==> src/hw/audio_pkg.sv <==
////////////////////////////////////////
// Audio sample definitions
// Sample and card source widths, plus the
// 32-bit I2S stereo frame with its raw and
// per-channel views
////////////////////////////////////////

package audio_pkg;

    // Output and ESP32 sample width
    localparam int SAMPLE_WIDTH = 16;

    // Card sources are widened to this before summing
    localparam int CORE_WIDTH = 13;

    // SuperSprite and Mockingboard level width
    localparam int SOURCE_WIDTH = 10;

    // Shift that places a 10-bit level at the top of CORE_WIDTH
    localparam int SOURCE_SHIFT = 3;

    // One I2S frame as seen by the receiver and the mixer
    // The receiver fills it as a plain shift word, the mixer
    // reads the two channels out of it
    typedef union packed {
        logic [2*SAMPLE_WIDTH-1:0] raw;    // Serial order, MSB first
        struct packed {
            logic [SAMPLE_WIDTH-1:0] left;   // Slots 0 to 15
            logic [SAMPLE_WIDTH-1:0] right;  // Slots 16 to 31
        } sample;
    } i2s_frame_u;

endpackage

==> src/hw/timing_pkg.sv <==
////////////////////////////////////////
// Audio timing constants
// Logic clock and frame rates, slot counts
// and the bit-clock divider they imply
////////////////////////////////////////

package timing_pkg;

    localparam int CLOCK_SPEED_HZ = 54_000_000;  // Logic clock
    localparam int AUDIO_RATE = 44_100;          // Stereo frames per second

    localparam int SLOTS_PER_FRAME = 32;    // Bit slots in one stereo frame
    localparam int SLOTS_PER_CHANNEL = 16;  // Bit slots per channel

    // Bit-clock half periods per second
    localparam int BCLK_HALF_RATE = AUDIO_RATE * SLOTS_PER_FRAME * 2;

    // Logic cycles per bit-clock half period, rounded to nearest
    localparam int BCLK_DIV_DEFAULT =
        (CLOCK_SPEED_HZ + BCLK_HALF_RATE / 2) / BCLK_HALF_RATE;

endpackage

==> src/hw/i2s_timing.sv <==
////////////////////////////////////////
// I2S timing generator
// Bit clock and word select towards the
// ESP32, with shift and load strobes for
// the receiver
////////////////////////////////////////

`timescale 1ns/1ps

module i2s_timing #(
    parameter int BCLK_DIV = timing_pkg::BCLK_DIV_DEFAULT
) (
    input  logic clk_logic_w,
    input  logic system_reset_n_w,

    output logic i2s_bclk_o,
    output logic i2s_lrclk_o,
    output logic shift_strobe_o,
    output logic load_strobe_o
);

    localparam int DIV_W = (BCLK_DIV > 1) ? $clog2(BCLK_DIV) : 1;
    localparam int SLOT_W = $clog2(timing_pkg::SLOTS_PER_FRAME);

    localparam logic [SLOT_W-1:0] LAST_SLOT = SLOT_W'(timing_pkg::SLOTS_PER_FRAME - 1);
    // Word select high from the last left slot up to the slot before the last one
    localparam logic [SLOT_W-1:0] LR_FIRST = SLOT_W'(timing_pkg::SLOTS_PER_CHANNEL - 1);
    localparam logic [SLOT_W-1:0] LR_LAST = SLOT_W'(timing_pkg::SLOTS_PER_FRAME - 2);

    logic [DIV_W-1:0]  div_cnt_r;
    logic [SLOT_W-1:0] slot_r;
    logic              bclk_r;
    logic              lrclk_r;
    logic              load_strobe_r;

    wire               half_done_w = (div_cnt_r == DIV_W'(BCLK_DIV - 1));
    wire [SLOT_W-1:0]  slot_next_w = slot_r + 1'b1;

    always_ff @(posedge clk_logic_w) begin
        if (!system_reset_n_w) begin
            div_cnt_r     <= '0;
            slot_r        <= '0;
            bclk_r        <= 1'b0;
            lrclk_r       <= 1'b0;
            load_strobe_r <= 1'b0;
        end else begin
            load_strobe_r <= shift_strobe_o && (slot_r == LAST_SLOT);  // After last bit
            if (half_done_w) begin
                div_cnt_r <= '0;
                bclk_r    <= ~bclk_r;
                if (bclk_r) begin  // Falling edge starts the next slot
                    slot_r  <= slot_next_w;
                    // Decoded from the slot about to begin
                    lrclk_r <= (slot_next_w >= LR_FIRST) && (slot_next_w <= LR_LAST);
                end
            end else begin
                div_cnt_r <= div_cnt_r + 1'b1;
            end
        end
    end

    // Rising bit-clock edge, data from the ESP32 is stable here
    assign shift_strobe_o = half_done_w && !bclk_r;
    assign load_strobe_o  = load_strobe_r;
    assign i2s_bclk_o     = bclk_r;
    assign i2s_lrclk_o    = lrclk_r;

    // Receiver relies on shift and load never landing in one cycle
    strobes_exclusive_a: assert property (
        @(posedge clk_logic_w) disable iff (!system_reset_n_w)
        !(shift_strobe_o && load_strobe_o)
    );

endmodule

==> src/hw/i2s_receiver.sv <==
////////////////////////////////////////
// I2S receiver
// Shifts in the ESP32 serial stream and
// latches one stereo frame per load strobe
////////////////////////////////////////

`timescale 1ns/1ps

module i2s_receiver (
    input  logic                   clk_logic_w,
    input  logic                   system_reset_n_w,

    input  logic                   i2s_data_i,
    input  logic                   shift_strobe_i,
    input  logic                   load_strobe_i,

    output audio_pkg::i2s_frame_u  frame_o,
    output logic                   frame_valid_o
);

    localparam int FRAME_W = $bits(audio_pkg::i2s_frame_u);

    logic [FRAME_W-1:0]     shift_r;       // Serial bits, oldest at the top
    audio_pkg::i2s_frame_u  frame_r;
    logic                   frame_valid_r;

    // Shift word, MSB of the left sample arrives first
    always_ff @(posedge clk_logic_w) begin
        if (shift_strobe_i) begin
            shift_r <= {shift_r[FRAME_W-2:0], i2s_data_i};
        end
    end

    // Completed frame, held until the next load
    always_ff @(posedge clk_logic_w) begin
        if (load_strobe_i) begin
            frame_r.raw <= shift_r;
        end
    end

    always_ff @(posedge clk_logic_w) begin
        if (!system_reset_n_w) begin
            frame_valid_r <= 1'b0;
        end else begin
            frame_valid_r <= load_strobe_i;  // One pulse per frame
        end
    end

    assign frame_o       = frame_r;
    assign frame_valid_o = frame_valid_r;

    // A stretched pulse would make the mixer register one frame twice
    frame_valid_pulse_a: assert property (
        @(posedge clk_logic_w) disable iff (!system_reset_n_w)
        frame_valid_o |=> !frame_valid_o
    );

endmodule

==> src/hw/audio_mixer.sv <==
////////////////////////////////////////
// Audio mixer
// Widens the card sources, sums them per
// channel, adds the ESP32 samples and
// registers one stereo sample per frame
////////////////////////////////////////

`timescale 1ns/1ps

module audio_mixer #(
    parameter bit ESP32_AUDIO_ENABLE = 1'b1
) (
    input  logic                                clk_logic_w,
    input  logic                                system_reset_n_w,

    input  logic                                speaker_i,
    input  logic [audio_pkg::SOURCE_WIDTH-1:0]  ssp_audio_i,
    input  logic [audio_pkg::SOURCE_WIDTH-1:0]  mb_audio_l_i,
    input  logic [audio_pkg::SOURCE_WIDTH-1:0]  mb_audio_r_i,

    input  audio_pkg::i2s_frame_u               frame_i,
    input  logic                                frame_valid_i,

    output logic [audio_pkg::SAMPLE_WIDTH-1:0]  audio_l_o,
    output logic [audio_pkg::SAMPLE_WIDTH-1:0]  audio_r_o,
    output logic                                audio_valid_o
);

    localparam int CW = audio_pkg::CORE_WIDTH;
    localparam int SW = audio_pkg::SAMPLE_WIDTH;

    // Sum of three widened sources plus one ESP32 sample wraps at 2^16
    function automatic logic [SW-1:0] mix(input logic [CW-1:0] a,
                                          input logic [CW-1:0] b,
                                          input logic [CW-1:0] c,
                                          input logic [SW-1:0] esp);
        logic [SW-1:0] core;
        core = SW'(a) + SW'(b) + SW'(c);  // Cannot overflow at 13 bits each
        return core + esp;
    endfunction

    // Speaker drives the top bit and levels are moved up to the top
    wire [CW-1:0] speaker_ext_w = {speaker_i, {(CW-1){1'b0}}};
    wire [CW-1:0] ssp_ext_w     = {ssp_audio_i, {audio_pkg::SOURCE_SHIFT{1'b0}}};
    wire [CW-1:0] mb_l_ext_w    = {mb_audio_l_i, {audio_pkg::SOURCE_SHIFT{1'b0}}};
    wire [CW-1:0] mb_r_ext_w    = {mb_audio_r_i, {audio_pkg::SOURCE_SHIFT{1'b0}}};

    wire [SW-1:0] esp_l_w = ESP32_AUDIO_ENABLE ? frame_i.sample.left : '0;
    wire [SW-1:0] esp_r_w = ESP32_AUDIO_ENABLE ? frame_i.sample.right : '0;

    always_ff @(posedge clk_logic_w) begin
        if (!system_reset_n_w) begin
            audio_l_o     <= '0;
            audio_r_o     <= '0;
            audio_valid_o <= 1'b0;
        end else begin
            audio_valid_o <= frame_valid_i;
            if (frame_valid_i) begin  // Card levels sampled here once per frame
                audio_l_o <= mix(speaker_ext_w, ssp_ext_w, mb_l_ext_w, esp_l_w);
                audio_r_o <= mix(speaker_ext_w, ssp_ext_w, mb_r_ext_w, esp_r_w);
            end
        end
    end

    // One output sample per received frame and never held over
    audio_valid_pulse_a: assert property (
        @(posedge clk_logic_w) disable iff (!system_reset_n_w)
        audio_valid_o |=> !audio_valid_o
    );

endmodule

==> src/hw/audio_path_top.sv <==
////////////////////////////////////////
// Audio path top level
// I2S timing, receiver and mixer between
// the card sources, the ESP32 and the
// stereo sample output
////////////////////////////////////////

`timescale 1ns/1ps

module audio_path_top #(
    parameter int BCLK_DIV           = timing_pkg::BCLK_DIV_DEFAULT,
    parameter bit ESP32_AUDIO_ENABLE = 1'b1
) (
    input  logic                                clk_logic_w,
    input  logic                                system_reset_n_w,

    input  logic                                speaker_i,
    input  logic [audio_pkg::SOURCE_WIDTH-1:0]  ssp_audio_i,
    input  logic [audio_pkg::SOURCE_WIDTH-1:0]  mb_audio_l_i,
    input  logic [audio_pkg::SOURCE_WIDTH-1:0]  mb_audio_r_i,

    output logic                                i2s_bclk_o,
    output logic                                i2s_lrclk_o,
    input  logic                                i2s_data_i,

    output logic [audio_pkg::SAMPLE_WIDTH-1:0]  audio_l_o,
    output logic [audio_pkg::SAMPLE_WIDTH-1:0]  audio_r_o,
    output logic                                audio_valid_o
);

    logic                   shift_strobe_w;
    logic                   load_strobe_w;
    audio_pkg::i2s_frame_u  frame_w;
    logic                   frame_valid_w;

    i2s_timing #(
        .BCLK_DIV(BCLK_DIV)
    ) i2s_timing (
        .clk_logic_w     (clk_logic_w),
        .system_reset_n_w(system_reset_n_w),
        .i2s_bclk_o      (i2s_bclk_o),
        .i2s_lrclk_o     (i2s_lrclk_o),
        .shift_strobe_o  (shift_strobe_w),
        .load_strobe_o   (load_strobe_w)
    );

    i2s_receiver i2s_receiver (
        .clk_logic_w     (clk_logic_w),
        .system_reset_n_w(system_reset_n_w),
        .i2s_data_i      (i2s_data_i),
        .shift_strobe_i  (shift_strobe_w),
        .load_strobe_i   (load_strobe_w),
        .frame_o         (frame_w),
        .frame_valid_o   (frame_valid_w)
    );

    audio_mixer #(
        .ESP32_AUDIO_ENABLE(ESP32_AUDIO_ENABLE)
    ) audio_mixer (
        .clk_logic_w     (clk_logic_w),
        .system_reset_n_w(system_reset_n_w),
        .speaker_i       (speaker_i),
        .ssp_audio_i     (ssp_audio_i),
        .mb_audio_l_i    (mb_audio_l_i),
        .mb_audio_r_i    (mb_audio_r_i),
        .frame_i         (frame_w),
        .frame_valid_i   (frame_valid_w),
        .audio_l_o       (audio_l_o),
        .audio_r_o       (audio_r_o),
        .audio_valid_o   (audio_valid_o)
    );

endmodule

==> config.mk <==
export PLATFORM = sky130hd
export DESIGN_NAME = audio_path_top
export DESIGN_NICKNAME = d
export VERILOG_FILES = /design/src/hw/audio_pkg.sv /design/src/hw/timing_pkg.sv /design/src/hw/i2s_timing.sv /design/src/hw/i2s_receiver.sv /design/src/hw/audio_mixer.sv /design/src/hw/audio_path_top.sv
export SDC_FILE = /design/constraint.sdc
export NUM_CORES = 1
export LEC_CHECK = 0
export ABC_AREA = 1
export BUFFER_PORTS_ARGS = -buffer_cell sky130_fd_sc_hd__buf_2
export CORE_AREA = 2 2 155 96
export DETAILED_ROUTE_END_ITERATION = 12
export DIE_AREA = 0 0 157 98
export HOLD_SLACK_MARGIN = 0.08
export PLACE_DENSITY = 0.54
export SLEW_MARGIN = 15
export SYNTH_ARGS = -nofsm -noshare
export SYNTH_HDL_FRONTEND = slang
export SYNTH_SLANG_ARGS = --single-unit
==> constraint.sdc <==
create_clock -name clk_logic_w -period 3.1 [get_ports clk_logic_w]
set_clock_uncertainty 0.2 [all_clocks]
set_input_delay 0.465 -clock clk_logic_w [delete_from_list [all_inputs] [get_ports clk_logic_w]]
set_output_delay 0.465 -clock clk_logic_w [all_outputs]
set_load 0.1 [all_outputs]
# == Yosys cells after proc, flatten, opt, wreduce, memory -nomap -nowiden ==
# Index checks and enable logic that the tools add are counted.
# W data, S select, Z words.
# totals
ff_bits,111
inputBits,34
# op_classes
addsub,7
magnitude_cmp,2
n_eq_ne,2
n_bitwise,2
reduce_logical,6
# ops
operator,count
$add A16 B13 Y16,2
$add A16 B16 Y16,2
$add A13 B13 Y14,1
$add A5 B1 Y5 const B,2
$eq A5 B5 Y1 const B,2
$ge A5 B4 Y1 const B,1
$le A5 B5 Y1 const B,1
$logic_and A1 B1 Y1,3
$not A1 Y1,2
$reduce_and A2 Y1,1
$reduce_or A2 Y1,1
$logic_not A1 Y1,1

# == Logic depth before layout (Yosys ltp) ==
# depth
ltp_word,3
mapped_depth,14

# == Cells and area by module ==
# From an unflattened synthesis, not the netlist that was laid out.
# unflattened
hier_cells,678
area_unflattened_um2,5934.4
# by_module_without_submodules
mod,n_inst,cells_each,area_per_inst_um2,seq_area_each_um2
audio_mixer,1,523,3316.9,660.6
i2s_receiver,1,67,1949.4,1941.9
i2s_timing,1,88,668.1,260.2

# == Least setup slack after synthesis ==
# Ideal clock, no wire load.
# synth_timing
kind,register -> register
from,"register i2s_timing.bclk_r, in the netlist i2s_timing.i2s_bclk_o"
to,"register i2s_receiver.shift_r[0], enable pin"
setup_time_ns,0.423
arrival_time_ns,2.197
required_ns,2.477
setup_slack_ns,0.280
path_stages_with_launch,2
path_cell_list,dfxtp_1 nor2_1
# synth_between
elab_chain_cells,2
# synth_lines
element,line_no,rtl
"start, declared",i2s_timing.sv:32,logic bclk_r;
"start signal, assigned",i2s_timing.sv:50,bclk_r <= ~bclk_r;
$logic_not A1 Y1,i2s_timing.sv:63,assign shift_strobe_o = half_done_w && !bclk_r;
$logic_and A1 B1 Y1,i2s_timing.sv:63,
net i2s_receiver.shift_strobe_i,i2s_receiver.sv:14,"input logic shift_strobe_i,"
"end signal, assigned",i2s_receiver.sv:30,"shift_r <= {shift_r[FRAME_W-2:0], i2s_data_i};"
"end, declared",i2s_receiver.sv:23,logic [FRAME_W-1:0] shift_r;
# The timed path passes the listed nets, and every way through them passes these cells.
# A chain may end at the register's enable or synchronous reset.

# == Worst setup path after layout ==
# layout_timing
from,register i2s_receiver.frame_r (netlist bit i2s_receiver.frame_o[4])
to,register audio_mixer.audio_r_o[12] (netlist name)
# layout_between
elab_chain_cells,1
# layout_lines
element,line_no,rtl
"start, declared",i2s_receiver.sv:24,audio_pkg::i2s_frame_u frame_r;
$add A16 B16 Y16,audio_mixer.sv:39,return core + esp;
"end signal, assigned",audio_mixer.sv:60,"audio_r_o <= mix(speaker_ext_w, ssp_ext_w, mb_r_ext_w, esp_r_w);"
"end, declared",audio_mixer.sv:25,"output logic [audio_pkg::SAMPLE_WIDTH-1:0] audio_r_o,"
# Every way passes these cells.

==> flow_metrics.tcl <==
set metrics [dict create \
    drive_above_1_share 0.1500 \
    synth.top_cell.area_share 0.3481 \
    cts_tree "done" \
    nets 742 \
    htreeDepth 3 \
    slew_violations 0 \
    hpwl_um 9065 \
    internal_power_w 0.002289 \
    grt_use_total 0.1687 \
    drv_cap 0 \
    clk-insertion-delay-late_ns 0.36 \
    post-route-util 0.4567 \
    cpMaxStageDelayCell "fa_1" \
    path_cells "fa_1 -> ha_1 -> inv_1 -> fa_1 -> inv_1 -> nand3_1 -> nand3_1 -> nand2_1 -> nand3_1 -> nand2_1 -> o21ai_0 -> inv_1" \
    worst_pin_slew_ns 0.8387 \
    pwr_density_cell_mw_per_mm2 492.5 \
    crit_path_max_incr_delay_ns 0.51 \
    dieWidth_um 157 \
    drc 0 \
    synth.area.top_cells "edfxtp_1 35%, dfxtp_1 17%, fa_1 8.0%, nand2_1 7.8%, ha_1 7.0%" \
    yosysWarnings 0 \
    placed_cell_area_mm2 0.006097 \
    yosysMostFrequentCell "nand2_1" \
    num_antenna_cells 0 \
    placementRows 34 \
    synthCells 583 \
    syn-num-nets 670 \
    grt_pass1_wl_um 19880 \
    fin_crit_ns 2.707 \
    p_sw_frac 0.2774 \
    grt_max_degree 35 \
    vias 4000 \
    cts_sinks 111 \
    via_per_inst 4.662 \
    setup-tns-final_ns 0 \
    start_kind "register" \
    synth_cell_types 28 \
    slew_headroom 0.4402 \
    gp_congestion 0.8769 \
    combPwrFrac 0.133 \
    cts_setup_buffers 0 \
    clkTransAtPathRegs_ns 0.09 \
    synth_area_mm2 0.005520 \
    p_switching_w 0.0008787 \
    area_growth_pct 16.50 \
    holdWs_ns 0.2474 \
    ant_nets 0 \
    yosysSeqAreaShare 0.5186 \
    first_iter_violations 312 \
    ys.flop_type "edfxtp_1" \
    cp_data_arrival_time_ns 2.76 \
    totalWireLength_um 12200 \
    critPathMaxFanout 3 \
    ioPinCount 69 \
    numCtsBuffers 9 \
    status "complete, no violations" \
    port_buffers 68 \
    initial_core_util 0.3920 \
    cts_buffer_depth 2 \
    period_share 0.8734 \
    worstPathRequired_ns 3.15 \
    seqPwrFrac 0.488 \
    setup_violations 0 \
    drt_pass1_iterations 5 \
    synth_commonest_cells "115 x nand2_1, 93 x inv_1, 82 x nor2_1" \
    path_class "reg -> reg" \
    cts_root_buffer "clkbuf_16" \
    async_flop_share 0 \
    synth_edf_count 64 \
    fin_area_mm2 0.006431 \
    hold_viol_final 0 \
    die_h_um 98 \
    rsz0062_at_grt "no" \
    endpoint_kind "register" \
    ys_ff_latch 111 \
    vdd_drop_max_v 0.0002412 \
    synth_top_cell_by_area "edfxtp_1" \
    dp.cells 841 \
    antenna_found_initial 0 \
    avgSynthCellArea_um2 9.469 \
    first_global_vias 3802 \
    fmax_mhz 369.4 \
    power_leakage_nw 3.032 \
    overflow 0 \
    clkPwrFrac 0.379 \
    hold_path_class "reg -> reg" \
    core_mm2 0.01408 \
    die_area_mm2 0.01539 \
    wl_per_cell_um 14.22 \
    stdcell_count 858 \
]
[logic make-up (layout without fill, tap and decap cells)]
kind of cell / after synthesis / in the layout / share of synthesized area
simple gates: 253 / 253 / 0.1954
flops: 111 / 111 / 0.5186
buf+inv: 105 / 182 / 0.07275
fa+ha+maj: 53 / 53 / 0.1500
compound gates: 51 / 51 / 0.04737
xor+xnor: 10 / 10 / 0.01587
[worst max-delay path, delay by kind of cell (launching register included)]
kind,cells,cell delay [ns]
compound gates,1,0.15
fa+ha+maj,3,1.13
buf+inv,3,0.25
flops,1,0.39
simple gates,5,0.49
[placed cells by master, fill, tap and decap left out, types with 6 or more instances in the layout]
cell type,count
nand2_1,115
inv_1,93
nor2_1,81
buf_2,68
edfxtp_1,64
dfxtp_1,47
nand3_1,36
ha_1,31
a21oi_1,25
o21ai_0,23
fa_1,22
clkbuf_16,9
nand4_1,6
[path summary, 6_finish.rpt]
check / startpoint / end / slack [ns] / cells past startpoint
worst min register to register: i2s_receiver.shift_r[31] / i2s_receiver.frame_o[31] / 0.25 / 0
worst max register to register: i2s_receiver.frame_o[4] / audio_mixer.audio_r_o[12] / 0.39 / 12
worst max-delay path: i2s_receiver.frame_o[4] / audio_mixer.audio_r_o[12] / 0.39 / 12
worst min-delay path: i2s_receiver.shift_r[31] / i2s_receiver.frame_o[31] / 0.25 / 0
[per-stage QoR]
stage | setup slack, ns | power (W)
3_3_place_gp | 0.1310 | 0.001994
4_1_cts | 0.4178 | 0.003213
2_1_floorplan | 0.2802 | 0.001879
6_report | 0.3926 | 0.003168
5_1_grt | 0.2244 | 0.003326
3_5_place_dp | 0.1482 | 0.001999
[power by group through the flow]
stage               Combinational (W)  Clock, W  Sequential (W)
finish                       0.000422   0.00120         0.00155
global route                 0.000483   0.00130         0.00155
global placement             0.000414         0         0.00158
floorplan                    0.000300         0         0.00158
CTS                          0.000423   0.00124         0.00155
detailed placement           0.000419         0         0.00158
[registers in the layout (all words and copies together) (netlist names), 5 cells and up]
| name | count |
|---|---|
| audio_mixer.audio_l_o | 16 |
| audio_mixer.audio_r_o | 16 |
| i2s_receiver.frame_o | 32 |
| i2s_receiver.shift_r | 32 |
| i2s_timing.div_cnt_r | 5 |
| i2s_timing.slot_r | 5 |
[layer usage]
| layer | vias to the layer above | track usage | wire (µm) |
|---|---|---|---|
| met4 | 0 | 0.03881 | 90 |
| met5 | - | 0 | 0 |
| li1 | 2004 | - | - |
| met3 | 8 | 0.03640 | 582 |
| met1 | 1896 | 0.2636 | 6568 |
| met2 | 92 | 0.2375 | 4956 |
[timing repair]
action,4_1_cts,5_1_grt
endpoints found under the hold margin,1,0
hold buffers,1,0
resized for setup,0,0
endpoints found under the setup margin,0,0
[layout make-up]
type                       count  area [µm²]
sequential                   111        2863
multi-input combinational    367        2258
clock inverter                 7       98.84
clock buffer                   9       225.2
inverter                      94       352.8
timing repair buffer          72       385.4
fill                        1363        7650
tap                          198       247.7
No activity file was read; power rests on OpenSTA's default activity.
